--- src/source/mcu_pkg.sv ---
package mcu_pkg;

    // Bus widths
    localparam int ADDR_W    = 23;              // A[23:1]
    localparam int DATA_W    = 16;
    localparam int BYTE_W    = 8;
    localparam int ROM_BANKS = 8;               // Bit 7 is ROMP

    localparam logic [7:0]        DEV_PAGE  = 8'hFF;
    localparam logic [BYTE_W-1:0] IDLE_BYTE = 8'hFF;

    // Device page windows, upper address bits of the low word
    localparam logic [7:0] MFP_PAGE = 8'hFA;    // FFFA0x-FFFA3x
    localparam logic [7:0] SND_PAGE = 8'h89;    // FF890x-FF891x

    // Even byte addresses within the device page
    localparam logic [15:0] ADR_CONFIG   = 16'h8000;
    localparam logic [15:0] ADR_VIDB_H   = 16'h8200;
    localparam logic [15:0] ADR_VIDB_M   = 16'h8202;
    localparam logic [15:0] ADR_SYNC     = 16'h820A;  // Upper lane
    localparam logic [15:0] ADR_VIDB_L   = 16'h820C;
    localparam logic [15:0] ADR_HOFF     = 16'h820E;
    localparam logic [15:0] ADR_SND_CTRL = 16'h8900;
    localparam logic [15:0] ADR_SFB_H    = 16'h8902;
    localparam logic [15:0] ADR_SFB_M    = 16'h8904;
    localparam logic [15:0] ADR_SFB_L    = 16'h8906;
    localparam logic [15:0] ADR_CART     = 16'h9000;  // Upper lane

    typedef enum logic [3:0] {
        REG_NONE,
        VIDB_H,
        VIDB_M,
        VIDB_L,
        HOFF,
        CONFIG,
        SND_CTRL,
        SFB_H,
        SFB_M,
        SFB_L,
        CART,
        SYNC
    } reg_sel_e;

endpackage
--- src/source/mcu_reg_if.sv ---
`timescale 1ns/1ps

interface mcu_reg_if;

    mcu_pkg::reg_sel_e              sel;
    logic                           wr_strobe;   // Level, held with AS and byte strobe
    logic                           rd_strobe;
    logic [mcu_pkg::BYTE_W-1:0]     wdata;       // Already steered from the used lane
    logic                           snd_access;  // Any hit in the sound page
    logic                           ack;         // Immediate DTACK

    modport decoder (
        output sel, wr_strobe, rd_strobe, wdata, snd_access, ack
    );

    modport sink (
        input sel, wr_strobe, rd_strobe, wdata, snd_access, ack
    );

endinterface

--- src/source/mcu_top.sv ---
`timescale 1ns/1ps

module mcu_top (
    input  logic                            clk32,
    input  logic                            isndcsb,
    input  logic [2:0]                      fc_i,
    input  logic                            as_n_i,
    input  logic                            rw_i,
    input  logic                            uds_n_i,
    input  logic                            lds_n_i,
    input  logic [mcu_pkg::ADDR_W:1]        a_i,
    input  logic [mcu_pkg::DATA_W-1:0]      din_i,
    output logic [mcu_pkg::DATA_W-1:0]      dout_o,
    output logic                            dtack_n_o,
    output logic                            berr_n_o,
    output logic [mcu_pkg::ROM_BANKS-1:0]   rom_n_o,
    output logic                            mfpcs_n_o
);

    logic                       gamecart;
    logic [mcu_pkg::BYTE_W-1:0] rd_low;
    logic [1:0]                 rd_high;

    mcu_reg_if reg_bus ();

    mcu_addr_decode u_decode (
        .clk32      (clk32),
        .isndcsb    (isndcsb),
        .fc_i       (fc_i),
        .as_n_i     (as_n_i),
        .rw_i       (rw_i),
        .uds_n_i    (uds_n_i),
        .lds_n_i    (lds_n_i),
        .a_i        (a_i),
        .din_i      (din_i),
        .gamecart_i (gamecart),
        .rom_n_o    (rom_n_o),
        .mfpcs_n_o  (mfpcs_n_o),
        .reg_o      (reg_bus.decoder)
    );

    mcu_reg_file u_regs (
        .clk32      (clk32),
        .isndcsb    (isndcsb),
        .reg_i      (reg_bus.sink),
        .gamecart_o (gamecart),
        .rd_low_o   (rd_low),
        .rd_high_o  (rd_high)
    );

    // 32 MHz / 4, two ticks for sound, 64 ticks to bus error
    mcu_bus_ack #(
        .ENA_DIV       (4),
        .SND_ACK_TICKS (2),
        .BERR_TICKS    (64)
    ) u_ack (
        .clk32     (clk32),
        .isndcsb   (isndcsb),
        .as_n_i    (as_n_i),
        .reg_i     (reg_bus.sink),
        .rd_low_i  (rd_low),
        .rd_high_i (rd_high),
        .dout_o    (dout_o),
        .dtack_n_o (dtack_n_o),
        .berr_n_o  (berr_n_o)
    );

endmodule

--- src/source/mcu_bus_ack.sv ---
`timescale 1ns/1ps

module mcu_bus_ack #(
    parameter int ENA_DIV       = 4,
    parameter int SND_ACK_TICKS = 2,
    parameter int BERR_TICKS    = 64
) (
    input  logic                        clk32,
    input  logic                        isndcsb,
    input  logic                        as_n_i,
    mcu_reg_if.sink                     reg_i,
    input  logic [mcu_pkg::BYTE_W-1:0]  rd_low_i,
    input  logic [1:0]                  rd_high_i,
    output logic [mcu_pkg::DATA_W-1:0]  dout_o,
    output logic                        dtack_n_o,
    output logic                        berr_n_o
);

    localparam int DIV_W  = (ENA_DIV > 1) ? $clog2(ENA_DIV) : 1;
    localparam int BERR_W = $clog2(BERR_TICKS + 1);
    localparam int PAD_W  = mcu_pkg::DATA_W - mcu_pkg::BYTE_W - 2;

    logic [DIV_W-1:0]         div_cnt;
    logic                     ena8;
    logic [SND_ACK_TICKS-1:0] snd_chain;
    logic [BERR_W-1:0]        berr_cnt;
    logic                     berr_hit;

    // 8 MHz enable from clk32
    always_ff @(posedge clk32, posedge isndcsb) begin
        if (isndcsb) begin
            div_cnt <= '0;
        end else if (ena8) begin
            div_cnt <= '0;
        end else begin
            div_cnt <= div_cnt + 1'b1;
        end
    end

    assign ena8 = (div_cnt == DIV_W'(ENA_DIV - 1));

    // Sound select delayed by SND_ACK_TICKS enables
    always_ff @(posedge clk32, posedge isndcsb) begin
        if (isndcsb) begin
            snd_chain <= '0;
        end else if (!reg_i.snd_access) begin
            snd_chain <= '0;
        end else if (ena8) begin
            snd_chain <= (snd_chain << 1) | SND_ACK_TICKS'(1);
        end
    end

    // Timeout while AS stays low, holds at the limit
    always_ff @(posedge clk32, posedge isndcsb) begin
        if (isndcsb) begin
            berr_cnt <= '0;
        end else if (as_n_i) begin
            berr_cnt <= '0;
        end else if (ena8 && !berr_hit) begin
            berr_cnt <= berr_cnt + 1'b1;
        end
    end

    assign berr_hit = (berr_cnt == BERR_W'(BERR_TICKS));
    assign berr_n_o = ~berr_hit;

    // Released as soon as AS goes high
    assign dtack_n_o = ~(~as_n_i & (reg_i.ack | snd_chain[SND_ACK_TICKS-1]));

    assign dout_o = {{PAD_W{1'b1}}, rd_high_i, rd_low_i};  // D15-D10 float high

endmodule

--- src/source/mcu_reg_file.sv ---
`timescale 1ns/1ps

module mcu_reg_file (
    input  logic                        clk32,
    input  logic                        isndcsb,
    mcu_reg_if.sink                     reg_i,
    output logic                        gamecart_o,
    output logic [mcu_pkg::BYTE_W-1:0]  rd_low_o,
    output logic [1:0]                  rd_high_o
);

    // Video base, A21-A1 of the screen start
    logic [5:0] vidb_h;
    logic [7:0] vidb_m;
    logic [7:1] vidb_l;
    logic [7:0] hoff;
    logic [3:0] conf_reg;
    logic [3:0] snd_ctrl;
    // Sound frame base, same layout as the video base
    logic [5:0] sfb_h;
    logic [7:0] sfb_m;
    logic [7:1] sfb_l;
    logic       gamecart;
    logic       pal;

    // Write strobe is a level, so the value is re-captured while it stays high
    always_ff @(posedge clk32, posedge isndcsb) begin
        if (isndcsb) begin
            vidb_h   <= '0;
            vidb_m   <= '0;
            vidb_l   <= '0;
            hoff     <= '0;
            conf_reg <= '0;
            snd_ctrl <= '0;
            sfb_h    <= '0;
            sfb_m    <= '0;
            sfb_l    <= '0;
            gamecart <= 1'b0;
            pal      <= 1'b0;
        end else if (reg_i.wr_strobe) begin
            case (reg_i.sel)
                mcu_pkg::VIDB_H:   vidb_h   <= reg_i.wdata[5:0];
                mcu_pkg::VIDB_M:   vidb_m   <= reg_i.wdata;
                mcu_pkg::VIDB_L:   vidb_l   <= reg_i.wdata[7:1];  // Word aligned
                mcu_pkg::HOFF:     hoff     <= reg_i.wdata;
                mcu_pkg::CONFIG:   conf_reg <= reg_i.wdata[3:0];
                mcu_pkg::SND_CTRL: snd_ctrl <= reg_i.wdata[3:0];
                mcu_pkg::SFB_H:    sfb_h    <= reg_i.wdata[5:0];
                mcu_pkg::SFB_M:    sfb_m    <= reg_i.wdata;
                mcu_pkg::SFB_L:    sfb_l    <= reg_i.wdata[7:1];
                mcu_pkg::CART:     gamecart <= reg_i.wdata[0];    // D8
                mcu_pkg::SYNC:     pal      <= reg_i.wdata[1];    // D9
                default: ;
            endcase
        end
    end

    always_comb begin
        rd_low_o  = mcu_pkg::IDLE_BYTE;
        rd_high_o = 2'b11;
        if (reg_i.rd_strobe) begin
            case (reg_i.sel)
                mcu_pkg::VIDB_H:   rd_low_o = {2'b00, vidb_h};
                mcu_pkg::VIDB_M:   rd_low_o = vidb_m;
                mcu_pkg::VIDB_L:   rd_low_o = {vidb_l, 1'b0};
                mcu_pkg::HOFF:     rd_low_o = hoff;
                mcu_pkg::CONFIG:   rd_low_o = {4'b0000, conf_reg};
                mcu_pkg::SND_CTRL: rd_low_o = {4'b0000, snd_ctrl};
                mcu_pkg::SFB_H:    rd_low_o = {2'b00, sfb_h};
                mcu_pkg::SFB_M:    rd_low_o = sfb_m;
                mcu_pkg::SFB_L:    rd_low_o = {sfb_l, 1'b0};
                mcu_pkg::CART:     rd_high_o = {1'b0, gamecart};
                mcu_pkg::SYNC:     rd_high_o = {pal, 1'b0};
                default: ;
            endcase
        end
    end

    assign gamecart_o = gamecart;  // Feeds the ROM 3/4 remap

endmodule

--- src/source/mcu_addr_decode.sv ---
`timescale 1ns/1ps

module mcu_addr_decode (
    input  logic                            clk32,
    input  logic                            isndcsb,
    input  logic [2:0]                      fc_i,
    input  logic                            as_n_i,
    input  logic                            rw_i,
    input  logic                            uds_n_i,
    input  logic                            lds_n_i,
    input  logic [mcu_pkg::ADDR_W:1]        a_i,
    input  logic [mcu_pkg::DATA_W-1:0]      din_i,
    input  logic                            gamecart_i,
    output logic [mcu_pkg::ROM_BANKS-1:0]   rom_n_o,
    output logic                            mfpcs_n_o,
    mcu_reg_if.decoder                      reg_o
);

    logic                           as;
    logic                           uds;
    logic                           lds;
    logic                           dev;
    logic                           rom_rd;
    logic                           rvec;
    logic                           snd_hit;
    logic                           reg_hit;
    logic                           upper_lane;
    logic                           lane;
    logic [15:0]                    reg_adr;
    logic [mcu_pkg::ROM_BANKS-1:0]  rom_sel;
    mcu_pkg::reg_sel_e              sel_map;

    assign as  = ~as_n_i;
    assign uds = ~uds_n_i;
    assign lds = ~lds_n_i;

    // User or supervisor data space into the FF page
    assign dev     = as & (fc_i[1:0] == 2'b01) & (a_i[23:16] == mcu_pkg::DEV_PAGE);
    assign rom_rd  = as & rw_i & (fc_i[0] ^ fc_i[1]);  // Program or data, reads only
    assign rvec    = rom_rd & fc_i[2] & (a_i[23:3] == '0);  // Reset vectors 0-7
    assign reg_adr = {a_i[15:1], 1'b0};

    always_comb begin
        rom_sel[0] = rom_rd & (a_i[23:18] == 6'b111010);         // E8-EB
        rom_sel[1] = rom_rd & (a_i[23:18] == 6'b111001);         // E4-E7
        rom_sel[2] = rvec | (rom_rd & (a_i[23:18] == 6'b111000));
        // Cartridge moves banks 3 and 4 down into the D range
        rom_sel[3] = rom_rd & (gamecart_i ? (a_i[23:18] == 6'b110111)
                                          : (a_i[23:16] == 8'hFB));
        rom_sel[4] = rom_rd & (gamecart_i ? (a_i[23:18] == 6'b110110)
                                          : (a_i[23:16] == 8'hFA));
        rom_sel[5] = rom_rd & (a_i[23:18] == 6'b110101);         // D4-D7
        rom_sel[6] = rom_rd & (a_i[23:18] == 6'b110100);         // D0-D3
        rom_sel[7] = rom_rd & (a_i[23:13] == {8'hFE, 3'b000});   // ROMP
    end

    always_comb begin
        case (reg_adr)
            mcu_pkg::ADR_CONFIG:   sel_map = mcu_pkg::CONFIG;
            mcu_pkg::ADR_VIDB_H:   sel_map = mcu_pkg::VIDB_H;
            mcu_pkg::ADR_VIDB_M:   sel_map = mcu_pkg::VIDB_M;
            mcu_pkg::ADR_VIDB_L:   sel_map = mcu_pkg::VIDB_L;
            mcu_pkg::ADR_HOFF:     sel_map = mcu_pkg::HOFF;
            mcu_pkg::ADR_SYNC:     sel_map = mcu_pkg::SYNC;
            mcu_pkg::ADR_SND_CTRL: sel_map = mcu_pkg::SND_CTRL;
            mcu_pkg::ADR_SFB_H:    sel_map = mcu_pkg::SFB_H;
            mcu_pkg::ADR_SFB_M:    sel_map = mcu_pkg::SFB_M;
            mcu_pkg::ADR_SFB_L:    sel_map = mcu_pkg::SFB_L;
            mcu_pkg::ADR_CART:     sel_map = mcu_pkg::CART;
            default:               sel_map = mcu_pkg::REG_NONE;
        endcase
    end

    // Only the cartridge and sync flags sit on D15-D8
    assign upper_lane = (sel_map == mcu_pkg::CART) | (sel_map == mcu_pkg::SYNC);
    assign lane       = upper_lane ? uds : lds;
    assign reg_hit    = dev & (sel_map != mcu_pkg::REG_NONE);
    assign snd_hit    = dev & (a_i[15:5] == {mcu_pkg::SND_PAGE, 3'b000});

    assign reg_o.sel        = dev ? sel_map : mcu_pkg::REG_NONE;
    assign reg_o.wr_strobe  = reg_hit & ~rw_i & lane;
    assign reg_o.rd_strobe  = reg_hit & rw_i & lane;
    assign reg_o.wdata      = upper_lane ? din_i[mcu_pkg::DATA_W-1:mcu_pkg::BYTE_W]
                                         : din_i[mcu_pkg::BYTE_W-1:0];
    assign reg_o.snd_access = snd_hit;
    assign reg_o.ack        = (reg_hit & ~snd_hit) | (|rom_sel);  // Sound page waits

    assign rom_n_o   = ~rom_sel;
    assign mfpcs_n_o = ~(dev & (a_i[15:6] == {mcu_pkg::MFP_PAGE, 2'b00}));

endmodule

--- config.mk ---
export PLATFORM = sky130hd
export DESIGN_NAME = mcu_top
export DESIGN_NICKNAME = d
export VERILOG_FILES = /design/src/source/mcu_pkg.sv /design/src/source/mcu_reg_if.sv /design/src/source/mcu_top.sv /design/src/source/mcu_bus_ack.sv /design/src/source/mcu_reg_file.sv /design/src/source/mcu_addr_decode.sv
export SDC_FILE = /design/constraint.sdc
export NUM_CORES = 1
export LEC_CHECK = 0
export BUFFER_PORTS_ARGS = -buffer_cell sky130_fd_sc_hd__buf_2
export CAP_MARGIN = 25
export CORE_MARGIN = 1.5
export CORE_UTILIZATION = 25
export DETAILED_ROUTE_END_ITERATION = 8
export REMOVE_ABC_BUFFERS = 1
export SYNTH_ARGS = -nofsm -noshare
export SYNTH_HDL_FRONTEND = slang
export SYNTH_SLANG_ARGS = --single-unit
--- constraint.sdc ---
create_clock -name clk32 -period 3.6 [get_ports clk32]
set_input_delay 0.54 -clock clk32 [delete_from_list [all_inputs] [get_ports clk32]]
set_output_delay 0.54 -clock clk32 [all_outputs]
set_load 0.01 [all_outputs]
==> run_results.csv <==
group,metric,value,unit
outcome,outcome,"completed",
die,io_pins,75,
clock_tree,ctsRootBufferMaster,"clkbuf_16",
clock_tree,cts.path.max_buffers,2,
timing,slew_viol_final,0,
global_routing,grt_use_total,14.7,%
yosys,synthSimpleGateAreaFrac,24.0,%
yosys,syn_avg_cell_area,10.6,µm²
clock_tree,clk_pin_slew,0.07,ns
critical_path,reg2reg_depth,7,
routing,dr.pass1.iters,5,
timing,hold_viol_final,0,
yosys,synth_edf_count,0,
yosys,synth_top_cell_by_area,"dfrtp_1",
die,core_area,0.0179,mm²
timing,tns,0,ns
yosys,yosysMostFrequentCell,"dfrtp_1",
final_layout,multi_input_area,0.00262,mm²
timing,period_needed,3.44,ns
placed_design,hpwlAfterDp,10100,µm
yosys,async_flop_share,100,%
global_routing,grt_max_degree,33,
flow_run,drv_cap,0,
critical_path,crit_path_end_kind,"output pin",
timing,relSlewSlack,60.7,%
final_layout,fin_nets,577,
clock_tree,ctsHtreeMaxLevel,3,
yosys,synthAdderAreaFrac,1.10,%
final_layout,reg_top3,"u_regs.hoff: 8 flops, u_regs.sfb_m: 8 flops, u_regs.vidb_m: 8 flops",
global_routing,grt_overflow,0,
critical_path,crit_arrival,2.90,ns
die,rows,49,
global_routing,antenna_found_initial,0,
routing,vias,3946,
yosys,yosys_register_bits,71,
timing,fin_hold_ws,0.255,ns
routing,wl_per_cell,17.7,µm
yosys,synth_top_family_by_area,"simple AND/OR/NAND/NOR gates",
final_layout,seqCellArea,0.00178,mm²
critical_path,critPathKind,"in -> out",
yosys,yosys_warnings,0,
final_layout,fin_util,31.9,%
routing,final_antenna_net_count,0,
placed_design,io_buffers,68,
hold_path,hold_class,"in -> async",
pwr,power,0.00197,W
clock_tree,numClockSinks,71,
final_layout,syn_to_final_growth,25.8,%
clock_tree,cts_tree,"built",
critical_path,worstPathRequired,3.06,ns
die,dieArea,0.0190,mm²
final_layout,drive_gt1_share,40.4,%
die,start_util,25.4,%
yosys,ys.flop_type,"dfrtp_1",
die,die_x,138,µm
timing,tightest_slew,0.589,ns
routing,drc,0,
pwr,power_density,346,mW/mm²
final_layout,antenna_cells,0,
critical_path,crit_path_start_kind,"input port",
timing,fmax,0.290,GHz
clock_tree,numCtsBuffers,9,
timing,setup_violations,0,
yosys,synth_common_cells,"71 x dfrtp_1, 55 x mux2_2, 52 x nand2_1",
timing,fin_worst_skew,0.000913,ns
routing,drt_iter0_drc,313,
die,fp.dieH,138,µm
routing,wl,13400,µm
pwr,ir_worst_vdd,0.285,mV
yosys,synthMuxAreaShare,20.7,%
clock_tree,holdBufCountCts,0,
yosys,synth_area_leaders,"dfrtp_1 39%, mux2_2 14%, mux2i_1 4.4%",
yosys,synth_top_area_share,39.1,%
yosys,ys_types,72,
routing,vias_per_cell,5.20,
yosys,syn_area,0.00454,mm²
clock_tree,clkLatencyLatePin,0.33,ns
critical_path,worstPathMaxFanout,7,
global_routing,grt_first_pass_wirelength,21100,µm
yosys,synth_xor_area_share,0.964,%
yosys,yosysSeqAreaShare,39.1,%
timing,post-route-period-util,95.7,%
global_routing,first_global_vias,3906,
timing,rsz0062_at_grt,"no",
yosys,synthCells,427,
yosys,synth_compound_area_share,10.2,%
final_layout,fillers,1842,
placed_design,gp_congestion,0.892,
pwr,power_leakage,2.50,nW
[timing repair]
action / CTS / global route
buffers inserted: 0 / 0
endpoints found under the setup margin: 0 / 4
resized for setup: 0 / 3
[path summary, 6_finish.rpt]
path                                    from           endpoint  slack (ns)
hold reg to reg             u_ack.div_cnt[0]   u_ack.div_cnt[0]        0.44
setup reg to reg           u_ack.berr_cnt[0]  u_ack.berr_cnt[2]        2.01
max in group asynchronous            isndcsb  u_ack.berr_cnt[6]        2.49
setup / recovery                     a_i[10]          dout_o[3]        0.16
min in group clk32          u_ack.div_cnt[0]   u_ack.div_cnt[0]        0.44
hold / removal                       isndcsb   u_regs.vidb_m[2]        0.26
[worst max-delay path: stages]
cell and delay (ns):
buf_2 0.13, or3_1 0.53, nor4_2 0.32, buf_4 0.21
o311ai_1 0.15, nor3_1 0.47, a222oi_1 0.23, o2111ai_1 0.15
buf_2 0.18
[routing by layer]
metal / wire length (µm) / GRT usage [%] / up-vias
met4: 191 / 4.17 / 0
met1: 6200 / 19.8 / 1951
met2: 6080 / 23.1 / 164
li1: - / - / 1814
met3: 944 / 3.83 / 17
met5: 0 / 0 / -
[logic make-up after synthesis]
group,Yosys count
XOR/XNOR,5
AND/OR/NAND/NOR,174
multiplexers,83
buffers and inverters,31
adder cells (fa/ha/maj),4
flip-flops,71
other,1
AO/OA/AOI/OAI,58
[where the power goes]
part	internal (W)	switching [W]
clock	0.000682	0.000355
sequential	0.000799	0.000000668
combinational	0.0000449	0.0000927
total	0.00153	0.000448
[metrics by stage]
step / cell area, µm² / cells / setup slack, ns
3_3_place_gp: 5340 / 742 / 0.130
5_1_grt: 5710 / 759 / 0.0684
3_5_place_dp: 5360 / 743 / 0.0553
4_1_cts: 5700 / 759 / 0.0328
6_report: 5710 / 759 / 0.157
2_1_floorplan: 4410 / 407 / 0.0324
[layout make-up]
| cell class | instances | share of cell area [%] |
|---|---|---|
| clock buffer | 10 | 4.01 |
| clock inverter | 6 | 2.04 |
| inverter | 6 | 0.394 |
| timing repair buffer | 107 | 11.5 |
| sequential | 71 | 31.1 |
| multi-input combinational | 330 | 45.9 |
| tap | 229 | 5.02 |
[placed cells by master (no fill, tap or decap), drive strengths merged, types with 3 or more instances in the layout]
cell and n:
bufinv 3, inv 7, or3 6, mux2 63, nand2 52, nand3 12
buf 107, nor4b 5, mux2i 20, nor3b 6, nand4 12, a32oi 3
dfrtp 71, conb 6, o21ai 9, or4 4, o22a 3, a22oi 3
nor2 21, o211ai 4, and2 3, and3 4, nand3b 4, a21oi 7
nor3 12, xor2 3, ha 4, nor4 22, o2111ai 3, clkbuf 10
Note: power is estimated with default switching activity, not from simulation.
